<file path="config.mk">
export PLATFORM = sky130hd
export DESIGN_NAME = desc_dma_frontend_top
export DESIGN_NICKNAME = d
export VERILOG_FILES = /design/src/design/desc_dma_pkg.sv /design/src/design/desc_completion.sv /design/src/design/desc_dma_frontend_top.sv /design/src/design/desc_fetcher.sv /design/src/design/desc_fifo.sv /design/src/design/desc_reader.sv
export VERILOG_INCLUDE_DIRS = /design/src /design/src/design
export SDC_FILE = /design/constraint.sdc
export NUM_CORES = 1
export LEC_CHECK = 0
export ABC_AREA = 1
export BUFFER_PORTS_ARGS = -buffer_cell sky130_fd_sc_hd__buf_2
export CORE_ASPECT_RATIO = 2
export CORE_MARGIN = 5
export CORE_UTILIZATION = 50
export CTS_BUF_LIST = sky130_fd_sc_hd__clkbuf_4 sky130_fd_sc_hd__clkbuf_8
export DETAILED_ROUTE_END_ITERATION = 12
export PLACE_DENSITY = 0.77
export REMOVE_ABC_BUFFERS = 1
export SLEW_MARGIN = 40
export SYNTH_ARGS = -nofsm -noshare
export SYNTH_HDL_FRONTEND = slang
export SYNTH_HIERARCHICAL = 1
export SYNTH_SLANG_ARGS = --single-unit
</file>
<file path="constraint.sdc">
create_clock -name clk_i -period 13.4 [get_ports clk_i]
set_input_delay 0.67 -clock clk_i [delete_from_list [all_inputs] [get_ports clk_i]]
set_output_delay 0.67 -clock clk_i [all_outputs]
set_load 0.03 [all_outputs]
</file>
<file path="src/design/desc_dma_consts.svh">
// shared constants for the descriptor DMA front end
// include wherever a width, depth or descriptor field position is needed
`ifndef DESC_DMA_CONSTS_SVH
`define DESC_DMA_CONSTS_SVH

// address and length widths
`define DESC_ADDR_W 64
`define DESC_LEN_W 32

// a descriptor is fetched as four 64-bit beats
`define DESC_BEATS 4

// next address of all ones terminates a chain
`define DESC_END_ADDR {`DESC_ADDR_W{1'b1}}

// bit of the flags word that requests an interrupt on completion
`define DESC_FLAG_IRQ 0

// submission queue entries
`define DESC_QUEUE_DEPTH 4
// request buffer entries, also the fetcher's starting credit count
`define DESC_REQ_DEPTH 4
// copy requests allowed outstanding at the engine
`define DESC_TRACK_DEPTH 4

`endif

</file>
<file path="src/design/desc_dma_pkg.sv">
// shared types of the descriptor DMA front end
// modules refer to these by scoped name
`include "desc_dma_consts.svh"

package desc_dma_pkg;

    typedef logic [`DESC_ADDR_W-1:0] addr_t;
    typedef logic [`DESC_LEN_W-1:0] len_t;

    // one copy request as handed to the engine
    typedef struct packed {
        addr_t src;
        addr_t dst;
        len_t  len;
    } dma_req_t;

    // what completion needs to remember per request
    typedef struct packed {
        addr_t desc_addr;
        logic  irq;
    } track_t;

    // one slot of the request buffer
    typedef struct packed {
        dma_req_t req;
        track_t   track;
    } buf_entry_t;

    typedef enum logic [1:0] {
        FETCH_IDLE,
        FETCH_ISSUE,
        FETCH_WAIT
    } fetch_state_e;

    // order matches the layout of a descriptor in memory
    typedef enum logic [$clog2(`DESC_BEATS)-1:0] {
        BEAT_FLAGS_LEN,
        BEAT_NEXT,
        BEAT_SRC,
        BEAT_DST
    } beat_e;

endpackage

</file>
<file path="src/design/desc_completion.sv">
// drains the request buffer into the DMA engine and writes back completions
// outstanding requests are tracked in order; each done triggers one writeback
`timescale 1ns/1ps
`include "desc_dma_consts.svh"

module desc_completion (
    input  logic                     clk_i,
    input  logic                     rst_i,
    input  desc_dma_pkg::buf_entry_t buf_entry_i,
    input  logic                     buf_empty_i,
    output logic                     buf_pop_o,
    output logic                     credit_ret_o,
    output logic                     dma_req_valid_o,
    output desc_dma_pkg::addr_t      dma_req_src_o,
    output desc_dma_pkg::addr_t      dma_req_dst_o,
    output desc_dma_pkg::len_t       dma_req_len_o,
    input  logic                     dma_req_ready_i,
    input  logic                     dma_done_i,
    output logic                     wb_valid_o,
    output desc_dma_pkg::addr_t      wb_addr_o,
    input  logic                     wb_ready_i,
    output logic                     irq_o,
    output logic                     busy_o
);

    localparam int unsigned DONE_W = $clog2(`DESC_TRACK_DEPTH + 1);

    desc_dma_pkg::dma_req_t req_q;
    logic                   req_valid_q;
    desc_dma_pkg::track_t   trk_head;
    logic                   trk_full;
    logic                   trk_empty;
    logic                   trk_pop;
    logic [DONE_W-1:0]      done_cnt_q;
    logic                   wb_valid_q;
    logic                   wb_irq_q;
    desc_dma_pkg::addr_t    wb_addr_q;
    logic                   wb_free;

    // take the next entry only with the request slot and a tracking slot free
    assign buf_pop_o    = !buf_empty_i && !req_valid_q && !trk_full;
    assign credit_ret_o = buf_pop_o;

    // writeback register may be reloaded in the cycle it hands off
    assign wb_free = !wb_valid_q || wb_ready_i;
    // a done this cycle or one parked in the counter
    assign trk_pop = wb_free && !trk_empty && (dma_done_i || (done_cnt_q != '0));

    desc_fifo #(
        .WIDTH($bits(desc_dma_pkg::track_t)),
        .DEPTH(`DESC_TRACK_DEPTH)
    ) u_track_fifo (
        .clk_i    (clk_i),
        .rst_i    (rst_i),
        .wr_en_i  (buf_pop_o),
        .wr_data_i(buf_entry_i.track),
        .rd_en_i  (trk_pop),
        .rd_data_o(trk_head),
        .full_o   (trk_full),
        .empty_o  (trk_empty)
    );

    always_ff @(posedge clk_i) begin
        if (rst_i) begin
            req_valid_q <= 1'b0;
            done_cnt_q  <= '0;
            wb_valid_q  <= 1'b0;
        end else begin
            if (buf_pop_o) begin
                req_valid_q <= 1'b1;
            end else if (dma_req_ready_i) begin
                req_valid_q <= 1'b0;
            end
            done_cnt_q <= done_cnt_q + DONE_W'(dma_done_i) - DONE_W'(trk_pop);
            if (trk_pop) begin
                wb_valid_q <= 1'b1;
            end else if (wb_ready_i) begin
                wb_valid_q <= 1'b0;
            end
        end
    end

    // payload registers
    always_ff @(posedge clk_i) begin
        if (buf_pop_o) begin
            req_q <= buf_entry_i.req;
        end
        if (trk_pop) begin
            wb_addr_q <= trk_head.desc_addr;
            wb_irq_q  <= trk_head.irq;
        end
    end

    assign dma_req_valid_o = req_valid_q;
    assign dma_req_src_o   = req_q.src;
    assign dma_req_dst_o   = req_q.dst;
    assign dma_req_len_o   = req_q.len;

    assign wb_valid_o = wb_valid_q;
    assign wb_addr_o  = wb_addr_q;
    // interrupt exactly on the accepted writeback
    assign irq_o      = wb_valid_q && wb_ready_i && wb_irq_q;

    assign busy_o = req_valid_q || !trk_empty || wb_valid_q;

endmodule

</file>
<file path="src/design/desc_dma_frontend_top.sv">
// top level of the descriptor-chain front end
// software pushes descriptor addresses; the chain is fetched, dispatched and written back
`timescale 1ns/1ps
`include "desc_dma_consts.svh"

module desc_dma_frontend_top (
    input  logic                clk_i,
    input  logic                rst_i,
    // submission queue
    input  desc_dma_pkg::addr_t desc_addr_i,
    input  logic                desc_addr_valid_i,
    output logic                desc_addr_ready_o,
    // descriptor reads
    output logic                rd_req_valid_o,
    output desc_dma_pkg::addr_t rd_req_addr_o,
    input  logic                rd_req_ready_i,
    input  logic                rd_rsp_valid_i,
    input  logic [63:0]         rd_rsp_data_i,
    // DMA engine
    output logic                dma_req_valid_o,
    output desc_dma_pkg::addr_t dma_req_src_o,
    output desc_dma_pkg::addr_t dma_req_dst_o,
    output desc_dma_pkg::len_t  dma_req_len_o,
    input  logic                dma_req_ready_i,
    input  logic                dma_done_i,
    // completion writeback
    output logic                wb_valid_o,
    output desc_dma_pkg::addr_t wb_addr_o,
    input  logic                wb_ready_i,
    output logic                irq_o,
    // status
    output logic                busy_o,
    output logic                queue_full_o
);

    desc_dma_pkg::addr_t      q_head;
    logic                     q_full;
    logic                     q_empty;
    logic                     q_pop;
    desc_dma_pkg::addr_t      cur_addr;
    desc_dma_pkg::addr_t      next_addr;
    logic                     next_valid;
    logic                     credit_ret;
    logic                     fetch_busy;
    desc_dma_pkg::buf_entry_t entry;
    logic                     entry_valid;
    desc_dma_pkg::buf_entry_t buf_head;
    logic                     buf_empty;
    logic                     buf_pop;
    logic                     cmp_busy;

    assign desc_addr_ready_o = !q_full;
    assign queue_full_o      = q_full;

    desc_fifo #(
        .WIDTH($bits(desc_dma_pkg::addr_t)),
        .DEPTH(`DESC_QUEUE_DEPTH)
    ) u_queue (
        .clk_i    (clk_i),
        .rst_i    (rst_i),
        .wr_en_i  (desc_addr_valid_i && desc_addr_ready_o),
        .wr_data_i(desc_addr_i),
        .rd_en_i  (q_pop),
        .rd_data_o(q_head),
        .full_o   (q_full),
        .empty_o  (q_empty)
    );

    desc_fetcher u_fetcher (
        .clk_i         (clk_i),
        .rst_i         (rst_i),
        .queue_addr_i  (q_head),
        .queue_empty_i (q_empty),
        .queue_pop_o   (q_pop),
        .rd_req_valid_o(rd_req_valid_o),
        .rd_req_addr_o (rd_req_addr_o),
        .rd_req_ready_i(rd_req_ready_i),
        .next_addr_i   (next_addr),
        .next_valid_i  (next_valid),
        .credit_ret_i  (credit_ret),
        .cur_addr_o    (cur_addr),
        .busy_o        (fetch_busy)
    );

    desc_reader u_reader (
        .clk_i         (clk_i),
        .rst_i         (rst_i),
        .rd_rsp_valid_i(rd_rsp_valid_i),
        .rd_rsp_data_i (rd_rsp_data_i),
        .cur_addr_i    (cur_addr),
        .entry_o       (entry),
        .entry_valid_o (entry_valid),
        .next_addr_o   (next_addr),
        .next_valid_o  (next_valid)
    );

    // credits guarantee a free slot for every push, so full is not needed
    desc_fifo #(
        .WIDTH($bits(desc_dma_pkg::buf_entry_t)),
        .DEPTH(`DESC_REQ_DEPTH)
    ) u_req_buf (
        .clk_i    (clk_i),
        .rst_i    (rst_i),
        .wr_en_i  (entry_valid),
        .wr_data_i(entry),
        .rd_en_i  (buf_pop),
        .rd_data_o(buf_head),
        .full_o   (),
        .empty_o  (buf_empty)
    );

    desc_completion u_completion (
        .clk_i          (clk_i),
        .rst_i          (rst_i),
        .buf_entry_i    (buf_head),
        .buf_empty_i    (buf_empty),
        .buf_pop_o      (buf_pop),
        .credit_ret_o   (credit_ret),
        .dma_req_valid_o(dma_req_valid_o),
        .dma_req_src_o  (dma_req_src_o),
        .dma_req_dst_o  (dma_req_dst_o),
        .dma_req_len_o  (dma_req_len_o),
        .dma_req_ready_i(dma_req_ready_i),
        .dma_done_i     (dma_done_i),
        .wb_valid_o     (wb_valid_o),
        .wb_addr_o      (wb_addr_o),
        .wb_ready_i     (wb_ready_i),
        .irq_o          (irq_o),
        .busy_o         (cmp_busy)
    );

    // anything queued, fetching, buffered or awaiting completion
    assign busy_o = fetch_busy || !q_empty || !buf_empty || cmp_busy;

endmodule

</file>
<file path="src/design/desc_fetcher.sv">
// picks the next descriptor address and issues its memory read
// chain addresses win over the submission queue; one fetch in flight at a time
// a fetch is only started while a request-buffer credit is held
`timescale 1ns/1ps
`include "desc_dma_consts.svh"

module desc_fetcher (
    input  logic                clk_i,
    input  logic                rst_i,
    input  desc_dma_pkg::addr_t queue_addr_i,
    input  logic                queue_empty_i,
    output logic                queue_pop_o,
    output logic                rd_req_valid_o,
    output desc_dma_pkg::addr_t rd_req_addr_o,
    input  logic                rd_req_ready_i,
    input  desc_dma_pkg::addr_t next_addr_i,
    input  logic                next_valid_i,
    input  logic                credit_ret_i,
    output desc_dma_pkg::addr_t cur_addr_o,
    output logic                busy_o
);

    localparam int unsigned CREDIT_W = $clog2(`DESC_REQ_DEPTH + 1);

    desc_dma_pkg::fetch_state_e state_q;
    desc_dma_pkg::addr_t        addr_q;
    desc_dma_pkg::addr_t        chain_addr_q;
    logic                       chain_valid_q;
    logic [CREDIT_W-1:0]        credits_q;
    logic                       take;

    // a new descriptor is chosen in idle when a credit and an address exist
    assign take = (state_q == desc_dma_pkg::FETCH_IDLE) && (credits_q != '0) &&
                  (chain_valid_q || !queue_empty_i);

    // queue head is only consumed when no chain is pending
    assign queue_pop_o = take && !chain_valid_q;

    assign rd_req_valid_o = (state_q == desc_dma_pkg::FETCH_ISSUE);
    assign rd_req_addr_o  = addr_q;
    // reader stamps the entry with this, stable until next_valid
    assign cur_addr_o     = addr_q;

    assign busy_o = (state_q != desc_dma_pkg::FETCH_IDLE) || chain_valid_q;

    always_ff @(posedge clk_i) begin
        if (rst_i) begin
            state_q       <= desc_dma_pkg::FETCH_IDLE;
            chain_valid_q <= 1'b0;
            credits_q     <= CREDIT_W'(`DESC_REQ_DEPTH);
        end else begin
            case (state_q)
                desc_dma_pkg::FETCH_IDLE: begin
                    if (take) begin
                        state_q <= desc_dma_pkg::FETCH_ISSUE;
                    end
                end
                desc_dma_pkg::FETCH_ISSUE: begin
                    // hold the read until memory takes it
                    if (rd_req_ready_i) begin
                        state_q <= desc_dma_pkg::FETCH_WAIT;
                    end
                end
                desc_dma_pkg::FETCH_WAIT: begin
                    // reader signals the end of the four beats
                    if (next_valid_i) begin
                        state_q <= desc_dma_pkg::FETCH_IDLE;
                    end
                end
                default: begin
                    state_q <= desc_dma_pkg::FETCH_IDLE;
                end
            endcase

            // pending chain address, cleared when it is used
            if (take && chain_valid_q) begin
                chain_valid_q <= 1'b0;
            end else if (next_valid_i) begin
                chain_valid_q <= (next_addr_i != `DESC_END_ADDR);
            end

            // returns and spends can land in the same cycle
            credits_q <= credits_q + CREDIT_W'(credit_ret_i) - CREDIT_W'(take);
        end
    end

    // address registers
    always_ff @(posedge clk_i) begin
        if (take) begin
            addr_q <= chain_valid_q ? chain_addr_q : queue_addr_i;
        end
        if (next_valid_i) begin
            chain_addr_q <= next_addr_i;
        end
    end

endmodule

</file>
<file path="src/design/desc_fifo.sv">
// synchronous circular FIFO with show-ahead output
// a write lands at the output one cycle later; read and write may share a cycle
`timescale 1ns/1ps

module desc_fifo #(
    parameter int unsigned WIDTH = 64,
    parameter int unsigned DEPTH = 4
) (
    input  logic             clk_i,
    input  logic             rst_i,
    input  logic             wr_en_i,
    input  logic [WIDTH-1:0] wr_data_i,
    input  logic             rd_en_i,
    output logic [WIDTH-1:0] rd_data_o,
    output logic             full_o,
    output logic             empty_o
);

    localparam int unsigned PTR_W = (DEPTH > 1) ? $clog2(DEPTH) : 1;
    localparam int unsigned CNT_W = $clog2(DEPTH + 1);

    logic [WIDTH-1:0] mem [DEPTH];
    logic [PTR_W-1:0] wr_ptr_q;
    logic [PTR_W-1:0] rd_ptr_q;
    logic [CNT_W-1:0] count_q;
    logic             do_wr;
    logic             do_rd;

    // requests against a full or empty buffer are ignored
    assign do_wr = wr_en_i && !full_o;
    assign do_rd = rd_en_i && !empty_o;

    assign full_o  = (count_q == CNT_W'(DEPTH));
    assign empty_o = (count_q == '0);

    // head entry comes straight from the storage registers
    assign rd_data_o = mem[rd_ptr_q];

    always_ff @(posedge clk_i) begin
        if (rst_i) begin
            wr_ptr_q <= '0;
            rd_ptr_q <= '0;
            count_q  <= '0;
        end else begin
            if (do_wr) begin
                wr_ptr_q <= (wr_ptr_q == PTR_W'(DEPTH - 1)) ? '0 : wr_ptr_q + 1'b1;
            end
            if (do_rd) begin
                rd_ptr_q <= (rd_ptr_q == PTR_W'(DEPTH - 1)) ? '0 : rd_ptr_q + 1'b1;
            end
            // net change of one, or none when both happen
            count_q <= count_q + CNT_W'(do_wr) - CNT_W'(do_rd);
        end
    end

    // storage
    always_ff @(posedge clk_i) begin
        if (do_wr) begin
            mem[wr_ptr_q] <= wr_data_i;
        end
    end

endmodule

</file>
<file path="src/design/desc_reader.sv">
// assembles the four response beats of a descriptor
// the cycle after the last beat it pushes a buffer entry and reports the next address
`timescale 1ns/1ps
`include "desc_dma_consts.svh"

module desc_reader (
    input  logic                     clk_i,
    input  logic                     rst_i,
    input  logic                     rd_rsp_valid_i,
    input  logic [63:0]              rd_rsp_data_i,
    input  desc_dma_pkg::addr_t      cur_addr_i,
    output desc_dma_pkg::buf_entry_t entry_o,
    output logic                     entry_valid_o,
    output desc_dma_pkg::addr_t      next_addr_o,
    output logic                     next_valid_o
);

    desc_dma_pkg::beat_e beat_q;
    logic                done_q;
    desc_dma_pkg::len_t  len_q;
    logic                irq_q;
    desc_dma_pkg::addr_t next_q;
    desc_dma_pkg::addr_t src_q;
    desc_dma_pkg::addr_t dst_q;

    // beat position and the one-cycle completion pulse
    always_ff @(posedge clk_i) begin
        if (rst_i) begin
            beat_q <= desc_dma_pkg::BEAT_FLAGS_LEN;
            done_q <= 1'b0;
        end else begin
            done_q <= rd_rsp_valid_i && (beat_q == desc_dma_pkg::BEAT_DST);
            if (rd_rsp_valid_i) begin
                case (beat_q)
                    desc_dma_pkg::BEAT_FLAGS_LEN: beat_q <= desc_dma_pkg::BEAT_NEXT;
                    desc_dma_pkg::BEAT_NEXT:      beat_q <= desc_dma_pkg::BEAT_SRC;
                    desc_dma_pkg::BEAT_SRC:       beat_q <= desc_dma_pkg::BEAT_DST;
                    default:                      beat_q <= desc_dma_pkg::BEAT_FLAGS_LEN;
                endcase
            end
        end
    end

    // descriptor fields
    always_ff @(posedge clk_i) begin
        if (rd_rsp_valid_i) begin
            case (beat_q)
                desc_dma_pkg::BEAT_FLAGS_LEN: begin
                    // flags low, length high; only the irq flag is kept
                    irq_q <= rd_rsp_data_i[`DESC_FLAG_IRQ];
                    len_q <= rd_rsp_data_i[63:32];
                end
                desc_dma_pkg::BEAT_NEXT: begin
                    next_q <= rd_rsp_data_i;
                end
                desc_dma_pkg::BEAT_SRC: begin
                    src_q <= rd_rsp_data_i;
                end
                default: begin
                    dst_q <= rd_rsp_data_i;
                end
            endcase
        end
    end

    assign entry_o.req.src         = src_q;
    assign entry_o.req.dst         = dst_q;
    assign entry_o.req.len         = len_q;
    // fetcher holds the descriptor address until next_valid
    assign entry_o.track.desc_addr = cur_addr_i;
    assign entry_o.track.irq       = irq_q;
    assign entry_valid_o           = done_q;

    assign next_addr_o  = next_q;
    assign next_valid_o = done_q;

endmodule

</file>
---- Word-level counts from Yosys, hierarchy flattened ----
Memory sizes are Yosys's and may differ from the RTL's. A register that Yosys moved wholly into a read port is not among the register bits.
Cells that the tools add are included.
storage, ports and cells
  memory bits (read-only) ................. 0
  word-level logic and storage cells ...... 144
  RAM bits ................................ 1,416
  input bits .............................. 136
  bits in latches ......................... 0
  flip-flop bits (word level) ............. 548
  memories kept ........................... 3
memory list
  memory                         words  bits a word  rd ports  clocked after memory_dff  wr ports  line             text
  u_req_buf.mem                  4      225          1         1                         1         desc_fifo.sv:22  logic [WIDTH-1:0] mem [DEPTH];
  u_completion.u_track_fifo.mem  4      65           1         1                         1         desc_fifo.sv:22
  u_queue.mem                    4      64           1         1                         1         desc_fifo.sv:22
operators by class
  multiply operators ...................... 0
  reductions and logical operators ........ 53
  order comparisons ....................... 0
  divide/modulo/power cells ............... 0
  add/subtract/negate cells ............... 16
  shift-type cells ........................ 0
  bitwise gates (word level) .............. 1
  equality and inequality tests ........... 18
  mux-type cells .......................... 26
operators by type and width
  kind                                           count
  2-to-1 mux 64 bit                              1
  != test 64 bit, second input constant          1
  2-to-1 mux 2 bit                               13
  == test 2 bit, second input constant           9
  logical AND 1 bit                              18
  adder 3 x 1 -> 3 bit                           5
  subtractor 3 x 1 -> 3 bit                      5
  adder 2 x 1 -> 2 bit, second input constant    6
  case mux 2 bit (3 select lines)                2
  2-to-1 mux 1 bit                               10
  == test 3 bit, second input constant           3
  zero test 1 bit                                9
  zero test 3 bit                                3
  logical OR 1 bit                               9
  AND reduction 2 bit                            4
  != test 2 x 1 -> 1 bit, second input constant  3
  nonzero test 2 bit                             3
  nonzero test 3 bit                             2
  == test 2 x 1 -> 1 bit, second input constant  2
  zero test 2 bit                                2
  AND reduction 3 bit                            1
  OR reduction 3 bit                             1
  OR reduction 2 bit                             1
  NOT 1 bit                                      1

---- Depth between registers and ports, before layout ----
Gate-level depths: netlist (run 1).
  depth in word-level cells ............... 8
  mapped depth ............................ 15

---- Hierarchy ----
The synthesis (run 1) kept the hierarchy.
by module, submodules not included
  module                                  times used  cells an instance  sequential area each (um^2)  area each (um^2)
  desc_fifo at u_req_buf                  1           2,242              27,206.1                     33,746.1
  desc_fifo at u_completion.u_track_fifo  1           696                7,987.7                      10,451.3
  desc_fifo at u_queue                    1           686                7,867.5                      9,997.1
  desc_reader                             1           317                6,816.5                      7,434.6
  desc_completion                         1           266                6,856.6                      7,048.0
  desc_fetcher                            1           497                3,963.8                      5,641.7
  desc_dma_frontend_top                   1           7                  0.0                          26.3

---- Worst setup path before layout (run 1) ----
OpenSTA, ideal clock, no wires.
  path kind ............................... reg-to-reg
  start ................................... register u_req_buf.count_q[1]
  end ..................................... memory u_req_buf/mem[0][0] (netlist name), enable pin
  library setup time ...................... 0.816 ns
  period minus slack after synthesis ...... 10.803 ns
  slack ................................... 2.597 ns
  data arrival time ....................... 9.988 ns
  cell stages (with the launch flop) ...... 5
  path through ............................ dfxtp_1 > nor2_1 > nand2_1 > nand2_1 > nor2_1
between the ends
  longest elaborated chain between the ends .. 5
ends and longest elaborated chain
  what                                    line             text
  from (decl)                             desc_fifo.sv:25  logic [CNT_W-1:0] count_q;
  from (signal assigned)                  desc_fifo.sv:52  count_q <= count_q + CNT_W'(do_wr) - CNT_W'(do_rd);
  == test 3 bit                           desc_fifo.sv:33  assign full_o = (count_q == CNT_W'(DEPTH));
  zero test 1 bit                         desc_fifo.sv:30  assign do_wr = wr_en_i && !full_o;
  logical AND 1 bit                       desc_fifo.sv:30
  2-to-1 mux 1 bit                        desc_fifo.sv:58  if (do_wr) begin
  2-to-1 mux 1 bit (not written as such)  desc_fifo.sv:59  mem[wr_ptr_q] <= wr_data_i;
  to (decl)                               desc_fifo.sv:22
Every way passes these cells.

---- Worst setup path in the final report (run 1) ----
  start ................................... register u_fetcher.chain_valid_q
  end ..................................... output busy_o
between the ends
  longest elaborated chain between the ends .. 4
ends and longest elaborated chain
  what                            line                          text
  from (decl)                     desc_fetcher.sv:28            logic chain_valid_q;
  from (signal assigned)          desc_fetcher.sv:79            chain_valid_q <= (next_addr_i != `DESC_END_ADDR);
  logical OR 1 bit                desc_fetcher.sv:44            assign busy_o = (state_q != desc_dma_pkg::FETCH_IDLE) || chain_valid_q;
  net fetch_busy                  desc_dma_frontend_top.sv:44   logic fetch_busy;
  logical OR 1 bit (3 in series)  desc_dma_frontend_top.sv:133  assign busy_o = fetch_busy || !q_empty || !buf_empty || cmp_busy;
  to (decl)                       desc_dma_frontend_top.sv:32   output logic busy_o,
The timed path passes the listed nets, and every way through them passes these cells.

==> flow_metrics.py, run 1 <==
metrics = {
    "clock_tree": {
        "cts_tree": "done",
        "htree_levels": 5,
        "cts-root-buf": "clkbuf_8",
        "cts.clk_slew.worst_paths_ns": 0.07,
        "clockBufferDepth": 4,
        "cts_buffers": 269,
        "post-cts-setup-buffers": 0,
        "cts_sinks": 2035,
        "clk_latency_ns": 0.89,
    },
    "floorplan": {
        "core_um2": 148000,
        "fp-row-count": 200,
        "dieHeight_um": 555,
        "io_pins": 431,
        "die_area_um2": 157000,
        "start_util_pct": 50.2,
        "die_w_um": 283,
    },
    "grt": {
        "antenna_found_initial": 43,
        "grt_pass1_vias": 40900,
        "grt_usage_pct": 21.3,
        "grt_pass1_wl_mm": 253,
        "grt_remaining_overflow": 0,
        "grt_max_degree": 218,
    },
    "setup_path": {
        "arrival_ns": 2.80,
        "crit_slowest_cell": "buf_6",
        "ff2ff_setup_slack_ns": 9.97,
        "worstSetupPathType": "reg -> out",
        "required_ns": 12.73,
        "path_cells": "buf_12, clkinv_2, buf_6, nand2_1, nor2_1, nand2_1, buf_2",
        "path_common_cell": "nand2_1",
        "critPathMaxFanout": 67,
        "cpPeakStageDelay_ns": 0.50,
        "end_kind": "primary output",
        "startpoint_type": "flop",
        "worst_r2r_path_depth": 4,
    },
    "power": {
        "pwr-share-comb_pct": 8.1,
        "seqPwrFrac_pct": 57.7,
        "clockPowerShare_pct": 34.2,
        "ir_worst_vdd_mv": 0.120,
        "power.density_nw_per_um2": 159,
        "switching_share_pct": 24.4,
        "leakagePower_nw": 28.2,
        "cellInternalPower_mw": 10.0,
        "power_switching_mw": 3.24,
    },
    "place": {
        "dp.cells": 6743,
        "routabilityCongestion": 0.781,
        "dpl.hpwl_mm": 104,
        "numPortBuffers": 430,
    },
    "status": {
        "status": "completed",
    },
    "sta": {
        "max-slew-margin-rel_pct": 40.6,
        "fmax_mhz": 288,
        "finalSetupViolCount": 0,
        "fin_tns_setup_ns": 0,
        "fin_worst_skew_ns": 0.0719,
        "worstMarginPinSlew_ns": 0.890,
        "hold_viol": 0,
        "min_period_ns": 3.47,
        "finalCritPeriodShare_pct": 25.9,
        "rsz0062_at_grt": "false",
        "maxSlewViolCount": 0,
    },
    "logic_synthesis": {
        "synth_cells": 4710,
        "ys_warn_count": 6,
        "syn_avg_cell_area_um2": 15.8,
        "netlist_area_um2": 74300,
    },
    "finish": {
        "areaGrowthSynthToFinish_pct": 12.4,
        "fin_nets": 5361,
        "drive_gt1_share_pct": 18.3,
        "layout.cells.non_filler": 7321,
    },
    "min_path": {
        "hold_depth": 1,
        "hp-class": "in -> reg",
    },
    "routing": {
        "detail-route-antenna-nets": 0,
        "dr.pass1.iters": 6,
        "drc": 0,
        "wire_per_inst_um": 23.5,
        "num_vias": 41000,
        "wl_mm": 172,
        "drt_iter0_markers": 4004,
        "viasPerCell": 5.60,
    },
    "flow_run": {
        "drv_cap": 0,
    },
}
-- power by group through the flow --
stage / combinational, mW / clock, mW / sequential [mW]
finish: 1.08 / 4.53 / 7.65
global route: 1.16 / 4.93 / 7.68
detailed placement: 1.06 / 0 / 7.79
CTS: 1.09 / 4.62 / 7.65
floorplan: 0.381 / 0 / 7.93
global placement: 1.03 / 0 / 7.77
-- timing repair --
| action | 4_1_cts | 5_1_grt |
|---|---|---|
| endpoints found under the hold margin | 329 | 0 |
| gates resized for setup | 0 | 0 |
| hold buffers | 92 | 0 |
| setup endpoints to repair | 0 | 0 |
-- critical path: cells and delay by family, from the launching register on --
kind | cells | cell delay (ns)
simple gates | 3 | 0.42
flops | 1 | 0.48
buf+inv | 4 | 1.02
-- layer usage --
metal  wire, um  global-route usage [%]  up-vias
li1           -                       -    18400
met1      66100                    27.7    20500
met2      86800                    35.8     1816
met3      13700                    4.70      309
met4       5370                    7.32       32
met5        215                       0        -
-- final timing paths --
path                                          end                                 start
min                  u_reader/len_q[21]$_DFFE_PP_                     rd_rsp_data_i[53]
min reg2reg  u_fetcher/chain_addr_q[19]$_DFFE_PP_    u_reader/next_addr_o[19]$_DFFE_PP_
max reg2reg        u_req_buf/mem[3][82]$_DFFE_PP_     u_reader/entry_valid_o$_SDFF_PP0_
max                                        busy_o  u_fetcher/chain_valid_q$_SDFFE_PP0P_
-- cell type report --
| cell class | count | area, um2 |
|---|---|---|
| antenna | 23 | 57.6 |
| timing repair buffer | 587 | 3910 |
| clock inverter | 113 | 852 |
| clock buffer | 345 | 4320 |
| sequential | 2035 | 60700 |
| fill | 11000 | 64600 |
| tap | 1919 | 2400 |
| multi-input combinational | 2218 | 10900 |
| inverter | 81 | 375 |
-- registers in the layout (all words and copies together), names as in the netlist, 3 cells and up, named ones only --
signal                             count
u_completion/dma_req_dst_o            64
u_completion/dma_req_len_o            32
u_completion/dma_req_src_o            64
u_completion/done_cnt_q                3
u_completion/u_track_fifo/count_q      3
u_completion/u_track_fifo/mem        260
u_completion/wb_addr_o                64
u_fetcher/chain_addr_q                64
u_fetcher/credits_q                    3
u_fetcher/cur_addr_o                  64
u_queue/count_q                        3
u_queue/mem                          256
u_reader/dst_q                        64
u_reader/len_q                        32
u_reader/next_addr_o                  64
u_reader/src_q                        64
u_req_buf/count_q                      3
u_req_buf/mem                        900
-- layout by cell type, fill, tap and decap left out, types with 6 or more instances in the layout --
master,count
clkbuf_4,68
bufinv_16,12
buf_8,6
a21oi_1,16
inv_1,68
nand2_1,279
buf_16,7
o21ai_1,143
o22ai_1,334
nand3_1,6
buf_12,6
dfxtp_1,33
diode_2,23
inv_6,7
clkbuf_8,277
o22ai_2,20
o21ai_0,561
nand3b_1,6
edfxtp_1,1994
buf_6,23
clkinvlp_4,6
nor2_4,32
buf_2,430
dlygate4sd3_1,92
dfxtp_4,7
nor2_1,767
ha_1,28
buf_4,23
clkinv_1,53
clkinv_2,36
-- through the flow --
step	util, %	total power, mW	worst slack (ns)	cell area, um2	hold WS [ns]
after global placement	51.9	8.80	9.10	76900	0.429
after global routing	56.4	13.8	9.74	83500	0.0224
after CTS	56.3	13.4	9.46	83400	0.00223
final	56.4	13.3	9.93	83600	0.0749
after floorplan	-	8.31	0.924	71900	0.426
after detailed placement	52.2	8.85	9.48	77300	0.433
Power figures use the tool's default switching activity.
==> inputs of run 2 (changes only) <==
==> constraint.sdc (replaced) <==
create_clock -name clk_i -period 3.2 [get_ports clk_i]
set_input_delay 0.16 -clock clk_i [delete_from_list [all_inputs] [get_ports clk_i]]
set_output_delay 0.16 -clock clk_i [all_outputs]
set_load 0.03 [all_outputs]
==> flow_metrics.py, run 2 (synthesis results as in run 1) <==
metrics = {
    "setup_path": {
        "critPathMaxFanout": 42,
        "required_ns": 3.92,
        "crit_slowest_cell": "fa_1",
        "arrival_ns": 3.43,
        "path_cells": "nor2_1, nand2_1, inv_1, nor2_1, nand2_1, inv_8, inv_1, nor2_1, ha_1, inv_1, ha_1, fa_1, inv_1, nor2_1",
        "cpPeakStageDelay_ns": 0.43,
        "worstSetupPathType": "reg -> reg",
        "startpoint_type": "flop",
        "end_kind": "flop",
    },
    "grt": {
        "grt_usage_pct": 21.6,
        "grt_pass1_vias": 41300,
        "grt_pass1_wl_mm": 257,
        "grt_max_degree": 233,
        "antenna_found_initial": 30,
        "grt_remaining_overflow": 0,
    },
    "routing": {
        "viasPerCell": 5.60,
        "drt_iter0_markers": 4183,
        "num_vias": 41400,
        "detail-route-antenna-nets": 0,
        "dr.pass1.iters": 6,
        "wl_mm": 175,
        "drc": 0,
        "wire_per_inst_um": 23.7,
    },
    "sta": {
        "whs_ns": 0.0959,
        "worstMarginPinSlew_ns": 0.889,
        "fin_worst_skew_ns": 0.0521,
        "maxSlewViolCount": 0,
        "fin_tns_setup_ns": 0,
        "rsz0062_at_grt": "false",
        "hold_viol": 0,
        "finalCritPeriodShare_pct": 84.7,
        "finalSetupViolCount": 0,
        "fmax_mhz": 369,
        "max-slew-margin-rel_pct": 40.7,
        "min_period_ns": 2.71,
    },
    "power": {
        "leakagePower_nw": 28.5,
        "ir_worst_vdd_mv": 0.522,
        "power.density_nw_per_um2": 662,
    },
    "clock_tree": {
        "post-cts-setup-buffers": 0,
        "cts_sinks": 2035,
        "cts.clk_slew.worst_paths_ns": 0.07,
        "cts-root-buf": "clkbuf_8",
        "clockBufferDepth": 4,
        "cts.repair.resized": 0,
        "cts_tree": "done",
        "htree_levels": 5,
        "clk_latency_ns": 0.88,
        "cts_buffers": 271,
    },
    "finish": {
        "areaGrowthSynthToFinish_pct": 13.5,
        "multi_input_area_um2": 10900,
        "final_common_cell": "edfxtp_1",
        "largest_reg_flops": 900,
        "regArea_um2": 60700,
        "fill_cells": 11000,
        "final_cell_mix": "1994 x edfxtp_1, 767 x nor2_1, 561 x o21ai_0, 430 x buf_2, 334 x o22ai_1",
        "drive_gt1_share_pct": 18.4,
        "largest_registers": "u_req_buf/mem x900, u_completion/u_track_fifo/mem x260, u_queue/mem x256",
        "top_register": "u_req_buf/mem",
        "fin_nets": 5423,
    },
    "floorplan": {
        "start_util_pct": 50.2,
        "die_w_um": 283,
        "io_pins": 431,
        "fp-row-count": 200,
        "dieHeight_um": 555,
        "core_um2": 148000,
        "die_area_um2": 157000,
    },
    "flow_run": {
        "drv_cap": 0,
    },
    "place": {
        "routabilityCongestion": 0.775,
        "dpl.hpwl_mm": 105,
        "numPortBuffers": 430,
    },
    "status": {
        "status": "completed",
    },
    "min_path": {
        "hp-class": "in -> reg",
    },
}
-- run 2: cell types whose count changed in the layout (fill, tap and decap cells not counted), sizes merged --
| cell | change |
|---|---|
| dlygate4sd3 | +48 |
| diode | -7 |
| buf | +12 |
| inv | -3 |
| clkinvlp | +8 |
| clkinv | +9 |
-- run 2: metrics by stage --
| stage | utilization [%] | instances | area [um2] | power [mW] | setup WS [ns] |
|---|---|---|---|---|---|
| floorplan | - | 4334 | 71900 | 37.3 | -9.28 |
| global placement | 52.4 | 6757 | 77600 | 36.8 | 0.567 |
| detailed placement | 52.4 | 6759 | 77600 | 37.1 | 0.492 |
| CTS | 56.9 | 7371 | 84300 | 56.3 | 0.484 |
| global route | 56.9 | 7375 | 84300 | 57.9 | 0.280 |
| finish | 57.0 | 7388 | 84400 | 55.8 | 0.489 |
-- run 2: worst paths after layout --
check | startpoint | end | slack (ns) | depth (start not counted)
max | u_req_buf/count_q[1]$_SDFF_PP0_ | u_req_buf/count_q[1]$_SDFF_PP0_ | 0.49 | 14
min | rd_rsp_data_i[30] | u_reader/src_q[30]$_DFFE_PP_ | 0.1 | 2
max reg2reg | u_req_buf/count_q[1]$_SDFF_PP0_ | u_req_buf/count_q[1]$_SDFF_PP0_ | 0.49 | 14
min reg2reg | u_reader/next_addr_o[20]$_DFFE_PP_ | u_fetcher/chain_addr_q[20]$_DFFE_PP_ | 0.44 | 0
-- run 2: repair_timing --
item | 4_1_cts | 5_1_grt
hold buffers | 140 | 0
setup endpoints to repair | 0 | 0
endpoints found under the hold margin | 558 | 0
-- run 2: power by group --
| part | internal [mW] | switching (mW) |
|---|---|---|
| clock | 9.95 | 9.30 |
| sequential | 31.0 | 0.938 |
| combinational | 1.17 | 3.43 |
| total | 42.2 | 13.7 |
-- run 2: final cells by class --
cell class	count	area share, %
diodes	16	0.0474
clock buffers	345	5.16
clock inverters	127	1.10
inverters	81	0.445
multi-input cells	2218	13.0
flip-flops and latches	2035	72.0
well taps	1919	2.85
repair buffers	647	5.49
-- run 2: worst max-delay path, delay by kind of cell (launching register included) --
| family | cells | cell delay (ns) |
|---|---|---|
| simple gates | 6 | 0.70 |
| flops | 1 | 0.38 |
| buf+inv | 5 | 0.66 |
| fa+ha+maj | 3 | 0.86 |
-- run 2: layer usage --
metal / share of wire [%] / vias to the layer above / GRT usage, %
li1: - / 18500 / -
met1: 38 / 20700 / 28.3
met2: 51 / 1869 / 36.4
met3: 8.2 / 307 / 4.97
met4: 2.8 / 24 / 6.58
met5: 0.090 / - / 0
